### src/boot_rom.hex
// boot image for the boot ROM, one 32-bit hex word per line
// line order is the word offset, 0 to 15
00000013
100002b7
0002a303
00628393
0072a023
00430313
fe031ce3
80000537
00052583
00b50023
00150513
fe559ce3
0000006f
deadc0de
a5a5a5a5
0f0f1e1e

### src/quasi_bus_pkg.sv
/* shared bus widths, memory map constants and the address word layout
   imported by the fabric modules, the bus interface and the top level */
`default_nettype none

package quasi_bus_pkg;

	// bus widths
	localparam int data_w = 32;
	localparam int addr_w = 32;

	// memory depths as log2 of the word count
	localparam int main_depth_log2 = 12;
	localparam int scratch_depth_log2 = 10;
	localparam int boot_depth_log2 = 4;

	// device field codes in the I/O region, 3 to 15 unmapped
	localparam logic [3:0] dev_boot = 4'd0;
	localparam logic [3:0] dev_scratch = 4'd1;
	localparam logic [3:0] dev_gpio = 4'd2;

	// gpio word offsets
	localparam logic [17:0] gpio_led_off = 18'd0;
	localparam logic [17:0] gpio_in_off = 18'd1;

	localparam string boot_image = "/design/src/boot_rom.hex";

	// region 1 is main memory, region 0 is I/O
	typedef union packed {
		struct packed {
			logic region;
			logic [28:0] index;
			logic [1:0] byte_off;
		} mem_view;
		struct packed {
			logic region;
			logic [6:0] rsvd;
			logic [3:0] dev;
			logic [17:0] offset;
			logic [1:0] byte_off;
		} mmio_view;
	} bus_addr_u;

endpackage

`default_nettype wire

### src/mem_bus_if.sv
/* one word bus segment between a host and a device
   hosts hold a and d stable from the rd or we strobe until ready */
`timescale 1ns/100ps
`default_nettype none

interface mem_bus_if import quasi_bus_pkg::*; ();

	bus_addr_u a;
	logic [data_w-1:0] d;
	logic we;
	logic rd;
	logic [data_w-1:0] spo;
	logic ready;

	modport host (
		output a, d, we, rd,
		input spo, ready
	);

	modport device (
		input a, d, we, rd,
		output spo, ready
	);

endinterface

`default_nettype wire

### src/region_splitter.sv
/* high address decode of the shared bus into main memory or I/O
   purely combinational, the region bit picks one side per access */
`timescale 1ns/100ps
`default_nettype none

module region_splitter (
	mem_bus_if.device up,
	mem_bus_if.host mem,
	mem_bus_if.host mmio
);

	logic to_mem;

	assign to_mem = up.a.mem_view.region;

	// address and data fan out to both sides
	assign mem.a = up.a;
	assign mem.d = up.d;
	assign mmio.a = up.a;
	assign mmio.d = up.d;

	// only the selected side sees strobes
	assign mem.we = up.we & to_mem;
	assign mem.rd = up.rd & to_mem;
	assign mmio.we = up.we & ~to_mem;
	assign mmio.rd = up.rd & ~to_mem;

	// response from whichever side the held address selects
	assign up.spo = to_mem ? mem.spo : mmio.spo;
	assign up.ready = to_mem ? mem.ready : mmio.ready;

endmodule

`default_nettype wire

### src/flat_wrapper.sv
// flat-port wrapper written by rule: the top's interface ports become plain ports
module region_splitter_flat 
  (up_a, up_d, up_we, up_rd, up_spo, up_ready, mem_a, mem_d, mem_we, mem_rd, mem_spo, mem_ready, mmio_a, mmio_d, mmio_we, mmio_rd, mmio_spo, mmio_ready);
  mem_bus_if up_i ();
  mem_bus_if mem_i ();
  mem_bus_if mmio_i ();
  input wire logic [$bits(up_i.a)-1:0] up_a;
  input wire logic [$bits(up_i.d)-1:0] up_d;
  input wire logic [$bits(up_i.we)-1:0] up_we;
  input wire logic [$bits(up_i.rd)-1:0] up_rd;
  output wire logic [$bits(up_i.spo)-1:0] up_spo;
  output wire logic [$bits(up_i.ready)-1:0] up_ready;
  output wire logic [$bits(mem_i.a)-1:0] mem_a;
  output wire logic [$bits(mem_i.d)-1:0] mem_d;
  output wire logic [$bits(mem_i.we)-1:0] mem_we;
  output wire logic [$bits(mem_i.rd)-1:0] mem_rd;
  input wire logic [$bits(mem_i.spo)-1:0] mem_spo;
  input wire logic [$bits(mem_i.ready)-1:0] mem_ready;
  output wire logic [$bits(mmio_i.a)-1:0] mmio_a;
  output wire logic [$bits(mmio_i.d)-1:0] mmio_d;
  output wire logic [$bits(mmio_i.we)-1:0] mmio_we;
  output wire logic [$bits(mmio_i.rd)-1:0] mmio_rd;
  input wire logic [$bits(mmio_i.spo)-1:0] mmio_spo;
  input wire logic [$bits(mmio_i.ready)-1:0] mmio_ready;
  assign up_i.a = up_a;
  assign up_i.d = up_d;
  assign up_i.we = up_we;
  assign up_i.rd = up_rd;
  assign up_spo = up_i.spo;
  assign up_ready = up_i.ready;
  assign mem_a = mem_i.a;
  assign mem_d = mem_i.d;
  assign mem_we = mem_i.we;
  assign mem_rd = mem_i.rd;
  assign mem_i.spo = mem_spo;
  assign mem_i.ready = mem_ready;
  assign mmio_a = mmio_i.a;
  assign mmio_d = mmio_i.d;
  assign mmio_we = mmio_i.we;
  assign mmio_rd = mmio_i.rd;
  assign mmio_i.spo = mmio_spo;
  assign mmio_i.ready = mmio_ready;
  region_splitter u_core (.up(up_i), .mem(mem_i), .mmio(mmio_i));
endmodule
### config.mk
export PLATFORM = sky130hd
export DESIGN_NAME = region_splitter_flat
export DESIGN_NICKNAME = d
export VERILOG_FILES = /design/src/quasi_bus_pkg.sv /design/src/mem_bus_if.sv /design/src/region_splitter.sv /design/src/flat_wrapper.sv
export SDC_FILE = /design/constraint.sdc
export NUM_CORES = 1
export LEC_CHECK = 0
export ABC_CLOCK_PERIOD_IN_PS = 800
export BUFFER_PORTS_ARGS = -buffer_cell sky130_fd_sc_hd__buf_4
export CAP_MARGIN = 20
export CORE_AREA = 2 2 117 119
export DETAILED_ROUTE_END_ITERATION = 12
export DIE_AREA = 0 0 119 121
export MAX_ROUTING_LAYER = met4
export SYNTH_ARGS = -nofsm -noshare
export SYNTH_HDL_FRONTEND = slang
export SYNTH_SLANG_ARGS = --single-unit
### constraint.sdc
create_clock -name vclk -period 0.8
set_input_delay 0.08 -clock vclk [all_inputs]
set_output_delay 0.08 -clock vclk [all_outputs]
set_load 0.02 [all_outputs]
==> results of run 1 <==
-- stage by stage --
stage | TNS [ns] | worst slack [ns] | instances | hold WS (ns)
floorplan | 0 | 0.0182 | 169 | 0.273
global placement | -4.48 | -0.138 | 326 | 0.160
detailed placement | -5.23 | -0.176 | 326 | 0.160
CTS | -2.77 | -0.0955 | 330 | 0.160
global route | -3.18 | -0.105 | 330 | 0.160
finish | -2.63 | -0.0876 | 330 | 0.160
-- power groups by stage --
| stage | sequential [mW] | clock, mW | combinational, mW |
|---|---|---|---|
| after floorplan | 0 | 0 | 1.41 |
| after global placement | 0 | 0 | 1.02 |
| after detailed placement | 0 | 0 | 1.02 |
| after CTS | 0 | 0 | 1.26 |
| after global routing | 0 | 0 | 1.30 |
| final | 0 | 0 | 1.25 |
-- worst max-delay path, delay by kind of cell --
| kind | cells | cell delay [ns] |
|---|---|---|
| multiplexers | 1 | 0.30 |
| buffers and inverters | 3 | 0.42 |
-- final timing paths --
path | endpoint | start | slack [ns] | cells past startpoint
setup / recovery | up_spo[12] | up_a[31] | -0.09 | 4
hold / removal | mmio_d[21] | up_d[21] | 0.16 | 0
-- timing repair --
item | CTS | global route
gates resized for setup | 59 | 4
setup endpoints to repair | 37 | 37
cloned | 3 | 0
buffers inserted | 1 | 0
-- routing by layer --
metal,part of all wire (%),up-vias,global-route usage (%)
met3,10,43,1.74
li1,-,382,-
met1,28,396,5.11
met5,0,-,-
met4,6.5,0,4.09
met2,56,87,12.8
-- cell usage in the layout (no fill, tap or decap) --
master   instances
buf_4           72
buf_6           36
mux2_4          33
buf_16           4
buf_8            3
and2_4           2
buf_12           2
nor2b_4          1
nor2b_1          1
-- cell type report --
type	count	area (um^2)	share of cell area [%]
timing repair buffer	117	1140	60.2
tap	176	220	11.6
multi-input combinational	37	533	28.1
-- cell families after synthesis --
| kind of cell | Yosys count | synth area share (%) |
|---|---|---|
| buf+inv | 132 | 67.4 |
| mux | 33 | 30.9 |
| simple gates | 4 | 1.65 |
==> metrics.txt, run 1 <==
initial antenna violation count 0; Hold WC Path Type input pin to primary output; Tot Pwr 1.25 mW; vias in the first global route a little over 1000; CP startpoint kind input pin; failing checks negative setup slack; VDD IR max approximately 0.11 mV; final hold violations 0; Sequential cell area 0 um^2; Die ar. 14400 um^2; number of max-cap violations 0; Synth warnings 0; first-pass GRT wire length a little under 7000 um; Routed Wire Length 4980 um; Seq cells 0; ranking of synthesized cells by area buf_4 (63%), mux2_4 (26%), mux2_2 (5.2%), buf_12 (2.6%), buf_6 (1.5%); Nets ~290; # clk buffers 0; crit path kind input pin to primary output; count leader, synth buf_4; final setup vio count 36; power density over cell area approximately 660 nW/um^2; distinct cell type count after synthesis 7; global placer's final weighted congestion just under 0.8; grt total ovfl 0; Post-synth top cells buf_4 (128), mux2_4 (26), mux2_2 (7); critical path endpoint category primary output; Worst Path Arrival about 0.81 ns; Post-Syn Instances approximately 170; sequential fraction of the synthesis area 0%; Synth Net Count 301; DR vias 908; row count 42; Diodes inserted 0; Ports between 200 and 300; routed len/inst approximately 15 um; Pleak about 0.95 nW; crit share post-route 111%; Total Routing Usage GR roughly 6.4%; Fmax achieved approximately 1.1 GHz; switching share of power between 30% and 40%; area of placed instances about 1600 um^2; Max stage delay on crit path ~0.30 ns; Synth top area share 63.3%; FILL cells 1445; RSZ-0062 raised after global routing yes; final instance area 1890 um^2; Slew @ Worst Pin between 0.09 and 0.1 ns; Mean Syn Cell Area 8.98 um^2; DRT iter0 DRCs 12; Flop pwr share 0%; Core ar. about 13000 um^2; die span in x around 120 um; vias per cell between 2 and 3; final worst slack -0.0876 ns; antenna-violating nets left 0; Slowest cell on crit path mux2_4; Slew Viols, Final 0; Initial Util about 12%; DRC viols 0; WP data required 0.72 ns; area added between synthesis and finish 24.8%; Net Switching approximately 480 uW; DRT Pass-1 Iters 4; fin crit period 0.888 ns; Die H 121 um; status complete, but fails checks; crit path max fanout 7; Netlist Area Pre-Place ~1500 um^2; cells along the critical path buf_16 -> buf_16 -> mux2_4 -> buf_6; Pint 774 uW; post-synth top area cell buf_4; largest net degree at the start of global routing 9; most used cell, CP buf_16; share of layout cells above drive strength 1 ~99%; CTS Hold Bufs 0; Slew HR a little over nine tenths; Clock power frac 0%; I/O Buffers 108; Finished Core Util between 10% and 20%; combinational share of power between 90% and 100%
(Power assumes the default switching activity.)
==> run 2: changes to the inputs <==
--- a/config.mk
+++ b/config.mk
@@ -11,7 +11,6 @@
 export CORE_AREA = 2 2 117 119
 export DETAILED_ROUTE_END_ITERATION = 12
 export DIE_AREA = 0 0 119 121
-export MAX_ROUTING_LAYER = met4
 export SYNTH_ARGS = -nofsm -noshare
 export SYNTH_HDL_FRONTEND = slang
 export SYNTH_SLANG_ARGS = --single-unit
==> run 2 against run 1 <==
  * The run still ends with negative setup slack left
  * Total power hardly changed
  * Largest power group unchanged
  * Non-clock buffer count is the same
  * Critical path depth did not move
  * Critical path type unchanged
  * Largest cell class unchanged
==> metrics.txt, run 2 (synthesis results as in run 1) <==
Max stage delay on crit path 0.30 ns; switching share of power around two fifths; Setup WS pre-CTS -0.176 ns; Slew Viols, Final 0; Fmax achieved about 1.1 GHz; power density over cell area about 660 nW/um^2; Pint approximately 770 uW; Core ar. approximately 13000 um^2; final worst slack -0.0855 ns; Die H between 100 and 150 um; critical path endpoint category primary output; cells along the critical path buf_16 -> buf_16 -> mux2_4 -> buf_6; grt total ovfl 0; Hold WC Path Type input pin to primary output; crit path kind input pin to primary output; # clk buffers 0; final instance area about 1900 um^2; global placer's final weighted congestion ~0.76; largest net degree at the start of global routing 9; setup_tns -2.60 ns; DRC viols 0; FILL cells 1445; hold_ws approximately 0.16 ns; CP delay by family, top buffers and inverters; Seq cells 0; Routed Wire Length ~5000 um; Worst Path Arrival about 0.8 ns; Net Switching between 400 and 500 uW; status complete, but fails checks; Sequential cell area 0 um^2; Flop pwr share 0%; crit share post-route 111%; initial antenna violation count 0; crit path max fanout 7; most frequent cells in the layout buf_4 (72), buf_6 (36), mux2_4 (33); fin crit period between 0.8 and 0.9 ns; Tot Pwr ~1.3 mW; RSZ-0062 raised after global routing yes; area of placed instances roughly 1600 um^2; Diodes inserted 0; number of max-cap violations 0; row count 42; Die ar. about 14000 um^2; grt met1 use 5.09%; commonest non-fill, non-tap cell in the layout buf_4; non-filler cells, final between 300 and 400; Slew HR 93.7%; VDD IR max ~0.11 mV; die span in x 119 um; WP data required around 0.72 ns; antenna-violating nets left 0; DR vias 907; area added between synthesis and finish 24.8%; routed len/inst 15.1 um; Ports ~300; share of layout cells above drive strength 1 between 90 and 100%; Slowest cell on crit path mux2_4; Pleak roughly 0.95 nW; most used cell, CP buf_16; Finished Core Util 14.5%; CP startpoint kind input pin; vias in the first global route roughly 1000; final hold violations 0; I/O Buffers 108; vias per cell about 2.7; Initial Util 11.6%; post-placement cell count 326; CP bufs+invs 3; DRT iter0 DRCs 8; Slew @ Worst Pin around 0.094 ns; Nets ~290; Total Routing Usage GR 6.25%; busiest grt layer met2; first-pass GRT wire length about 6800 um; Clock power frac 0%; final setup vio count 36; GRT met2 Usage between 10% and 20%; DRT Pass-1 Iters 4; met3 Track Usage GR roughly 1.7%; combinational share of power between 90% and 100%; failing checks negative setup slack
[run 2: cell counts in the layout (fill, tap and decap cells not counted)]
No cell type changed its count.
[run 2: per-layer routing]
metal  wire [um]  vias up
met3         504       42
met1        1370      396
li1            -      382
met4         323        0
met2        2780       87
met5           0        -
[run 2: what timing repair did]
action                     4_1_cts  5_1_grt
setup endpoints to repair       37       37
hold buffers                     0        0
resized for setup               59        4
cloned                           3        0
buffers inserted                 1        0
[run 2: path summary, 6_finish.rpt]
| path | to | depth (start not counted) | slack [ns] | startpoint |
|---|---|---|---|---|
| setup / recovery | up_spo[3] | 4 | -0.09 | up_a[31] |
| hold / removal | mmio_d[21] | 0 | 0.16 | up_d[21] |
[run 2: power by group through the flow]
stage                     clock, mW  combinational [mW]  sequential [mW]
after global placement            0                1.02                0
after detailed placement          0                1.02                0
final                             0                1.25                0
after global routing              0                1.30                0
after floorplan                   0                1.41                0
after CTS                         0                1.26                0
[run 2: final cells by class]
cell class / instances / area, um^2 / share of cell area [%]
multi-input combinational: 37 / 533 / 28.1
timing repair buffer: 117 / 1140 / 60.2
tap: 176 / 220 / 11.6
==> run 3: changes to the inputs <==
--- a/config.mk
+++ b/config.mk
@@ -5,10 +5,11 @@
 export SDC_FILE = /design/constraint.sdc
 export NUM_CORES = 1
 export LEC_CHECK = 0
+export ABC_AREA = 1
 export ABC_CLOCK_PERIOD_IN_PS = 800
 export BUFFER_PORTS_ARGS = -buffer_cell sky130_fd_sc_hd__buf_4
 export CAP_MARGIN = 20
-export CORE_AREA = 2 2 117 119
+export CORE_AREA = 4 4 115 117
 export DETAILED_ROUTE_END_ITERATION = 12
 export DIE_AREA = 0 0 119 121
 export SYNTH_ARGS = -nofsm -noshare
==> run 3 against run 2 <==
  * Area after synthesis fell by 5.8%
  * Routed wire length rose by 3.2%
  * Fmax increased by 16%
  * Largest cell class unchanged
  * The flow now finishes without violations
  * First-iteration DRC count increased to 7.5 times the previous value
  * Utilization down 1.3 points
==> metrics.txt, run 3 <==
fin crit period approximately 0.76 ns; CP startpoint kind input pin; Clock power frac 0%; antenna-violating nets left 0; commonest non-fill, non-tap cell in the layout buf_4; non-filler cells, final 395; Initial Util between 10% and 20%; switching share of power a little under half; Seq cells 0; vias in the first global route between 1000 and 1500; post-placement cell count 391; crit path to up_spo[24]; Post-synth top cells buf_4 (132), nand2_1 (101), inv_1 (5), buf_6 (3), nor2_1 (2); VDD IR max about 0.26 mV; sequential fraction of the synthesis area 0%; Slew @ Worst Pin 0.139 ns; Routed Wire Length approximately 5100 um; count leader, synth buf_4; DRC viols 0; post-synthesis adder-cell area fraction 0%; number of max-cap violations 0; DRT Pass-1 Iters 4; initial antenna violation count 0; Total Routing Usage GR ~5.0%; area added between synthesis and finish 13.9%; Mean Syn Cell Area 5.89 um^2; post-CTS setup buffers 0; # clk buffers 0; Hold WC Path Type input pin to primary output; FILL cells ~1400; final setup vio count 0; Ports just under 300; Diodes inserted 0; Worst Path Arrival 0.68 ns; Core ar. ~12000 um^2; Nets between 300 and 400; I/O Buffers roughly 110; Post-Syn Instances 243; Netlist Area Pre-Place 1430 um^2; multiplexer share of the synthesized area 0%; crit share post-route between 90% and 100%; crit path kind input pin to primary output; WP data required between 0.7 and 0.8 ns; post-synth top area cell buf_4; critical path endpoint category primary output; final hold violations 0; Die ar. about 14000 um^2; Sequential cell area 0 um^2; status finished clean; grt total ovfl 0; routed len/inst around 13 um; Die H 121 um; Slew Viols, Final 0; crit path max fanout 8; global placer's final weighted congestion around 0.66; power density over cell area between 600 and 700 nW/um^2; Synth Net Count around 380; CP startpoint up_a[31]; Tot Pwr between 1 and 1.5 mW; XOR/XNOR share of the synthesized area 0%; row count between 40 and 50; Fmax achieved around 1.3 GHz; Synth Area in Compound Gates 0%; Multi-input gate area 392 um^2; distinct cell type count after synthesis 5; share of layout cells above drive strength 1 between 50% and 60%; DR vias 1161; main combinational cell family by area after synthesis buffers and inverters; Synth top area share between 60% and 70%; Pleak 0.940 nW; ranking of synthesized cells by area buf_4 (69%), nand2_1 (27%), buf_6 (2.4%), inv_1 (1.3%), nor2_1 (0.52%); combinational share of power 100.0%; largest net degree at the start of global routing 40; Slew HR roughly nine tenths; first-pass GRT wire length 5970 um; Post-Synth Simple-Gate Area 27.0%; Synth warnings 0; vias per cell between 2 and 3; die span in x ~120 um; Pint approximately 540 uW; Flop pwr share 0%; most frequent cells in the layout buf_4 (105), nand2_1 (99), inv_1 (4), clkbuf_16 (4), buf_12 (4); Net Switching 469 uW; hpwl dp 3520 um; DRT iter0 DRCs 60
-- run 3: stage by stage --
stage / instance area (um^2) / setup WS, ns / util (%) / setup TNS [ns] / hold WS (ns)
CTS: 1500 / -0.0291 / 12.1 / -0.0337 / 0.160
global placement: 1490 / -0.109 / 12.1 / -1.72 / 0.160
detailed placement: 1490 / -0.108 / 12.1 / -2.20 / 0.160
finish: 1630 / 0.0396 / 13.2 / 0 / 0.160
global route: 1630 / -0.0108 / 13.2 / -0.0108 / 0.160
floorplan: 1430 / 0.0979 / - / 0 / 0.273
-- run 3: power by group through the flow --
stage	registers (mW)	clock network, mW	logic (mW)
6_report	0	0	1.01
3_3_place_gp	0	0	0.923
5_1_grt	0	0	1.09
3_5_place_dp	0	0	0.921
4_1_cts	0	0	0.932
2_1_floorplan	0	0	1.32
-- run 3: layout make-up --
type / count / share of cell area [%]
multi-input combinational: 103 / 24.0
timing repair buffer: 115 / 60.8
tap: 172 / 13.2
inverter: 5 / 1.92
-- run 3: cell families after synthesis --
group	after synthesis
buf+inv	140
simple gates	103
-- run 3: critical path: stages --
cell,delay (ns)
buf_12,0.12
inv_12,0.08
clkbuf_16,0.15
nand2_1,0.06
nand2_1,0.05
buf_4,0.13
-- run 3: metal layers --
metal  vias up  wire length, um  track usage [%]  part of all wire, %
li1        551                -                -                    -
met1       409             1600             4.81                   31
met2       136             2330             7.28                   45
met3        65              804             3.12                   16
met4         0              406             5.00                  7.9
met5         -                0                0                    0
-- run 3: what timing repair did --
action                                  4_1_cts  5_1_grt
endpoints found under the setup margin       33       34
pin swaps                                     0        0
hold buffers                                  0        0
gates cloned                                  0        4
resized for setup                             4        9
-- run 3: worst min path at each step --
stage          startpoint          to  slack (ns)  depth (start not counted)
2_1_floorplan     up_a[0]    mem_a[0]        0.27                          1
3_3_place_gp     up_d[28]   mem_d[28]        0.16                          0
3_5_place_dp     up_d[28]   mem_d[28]        0.16                          0
4_1_cts          up_d[28]   mem_d[28]        0.16                          0
5_1_grt          up_d[13]  mmio_d[13]        0.16                          0
6_report         up_a[22]   mem_a[22]        0.16                          0
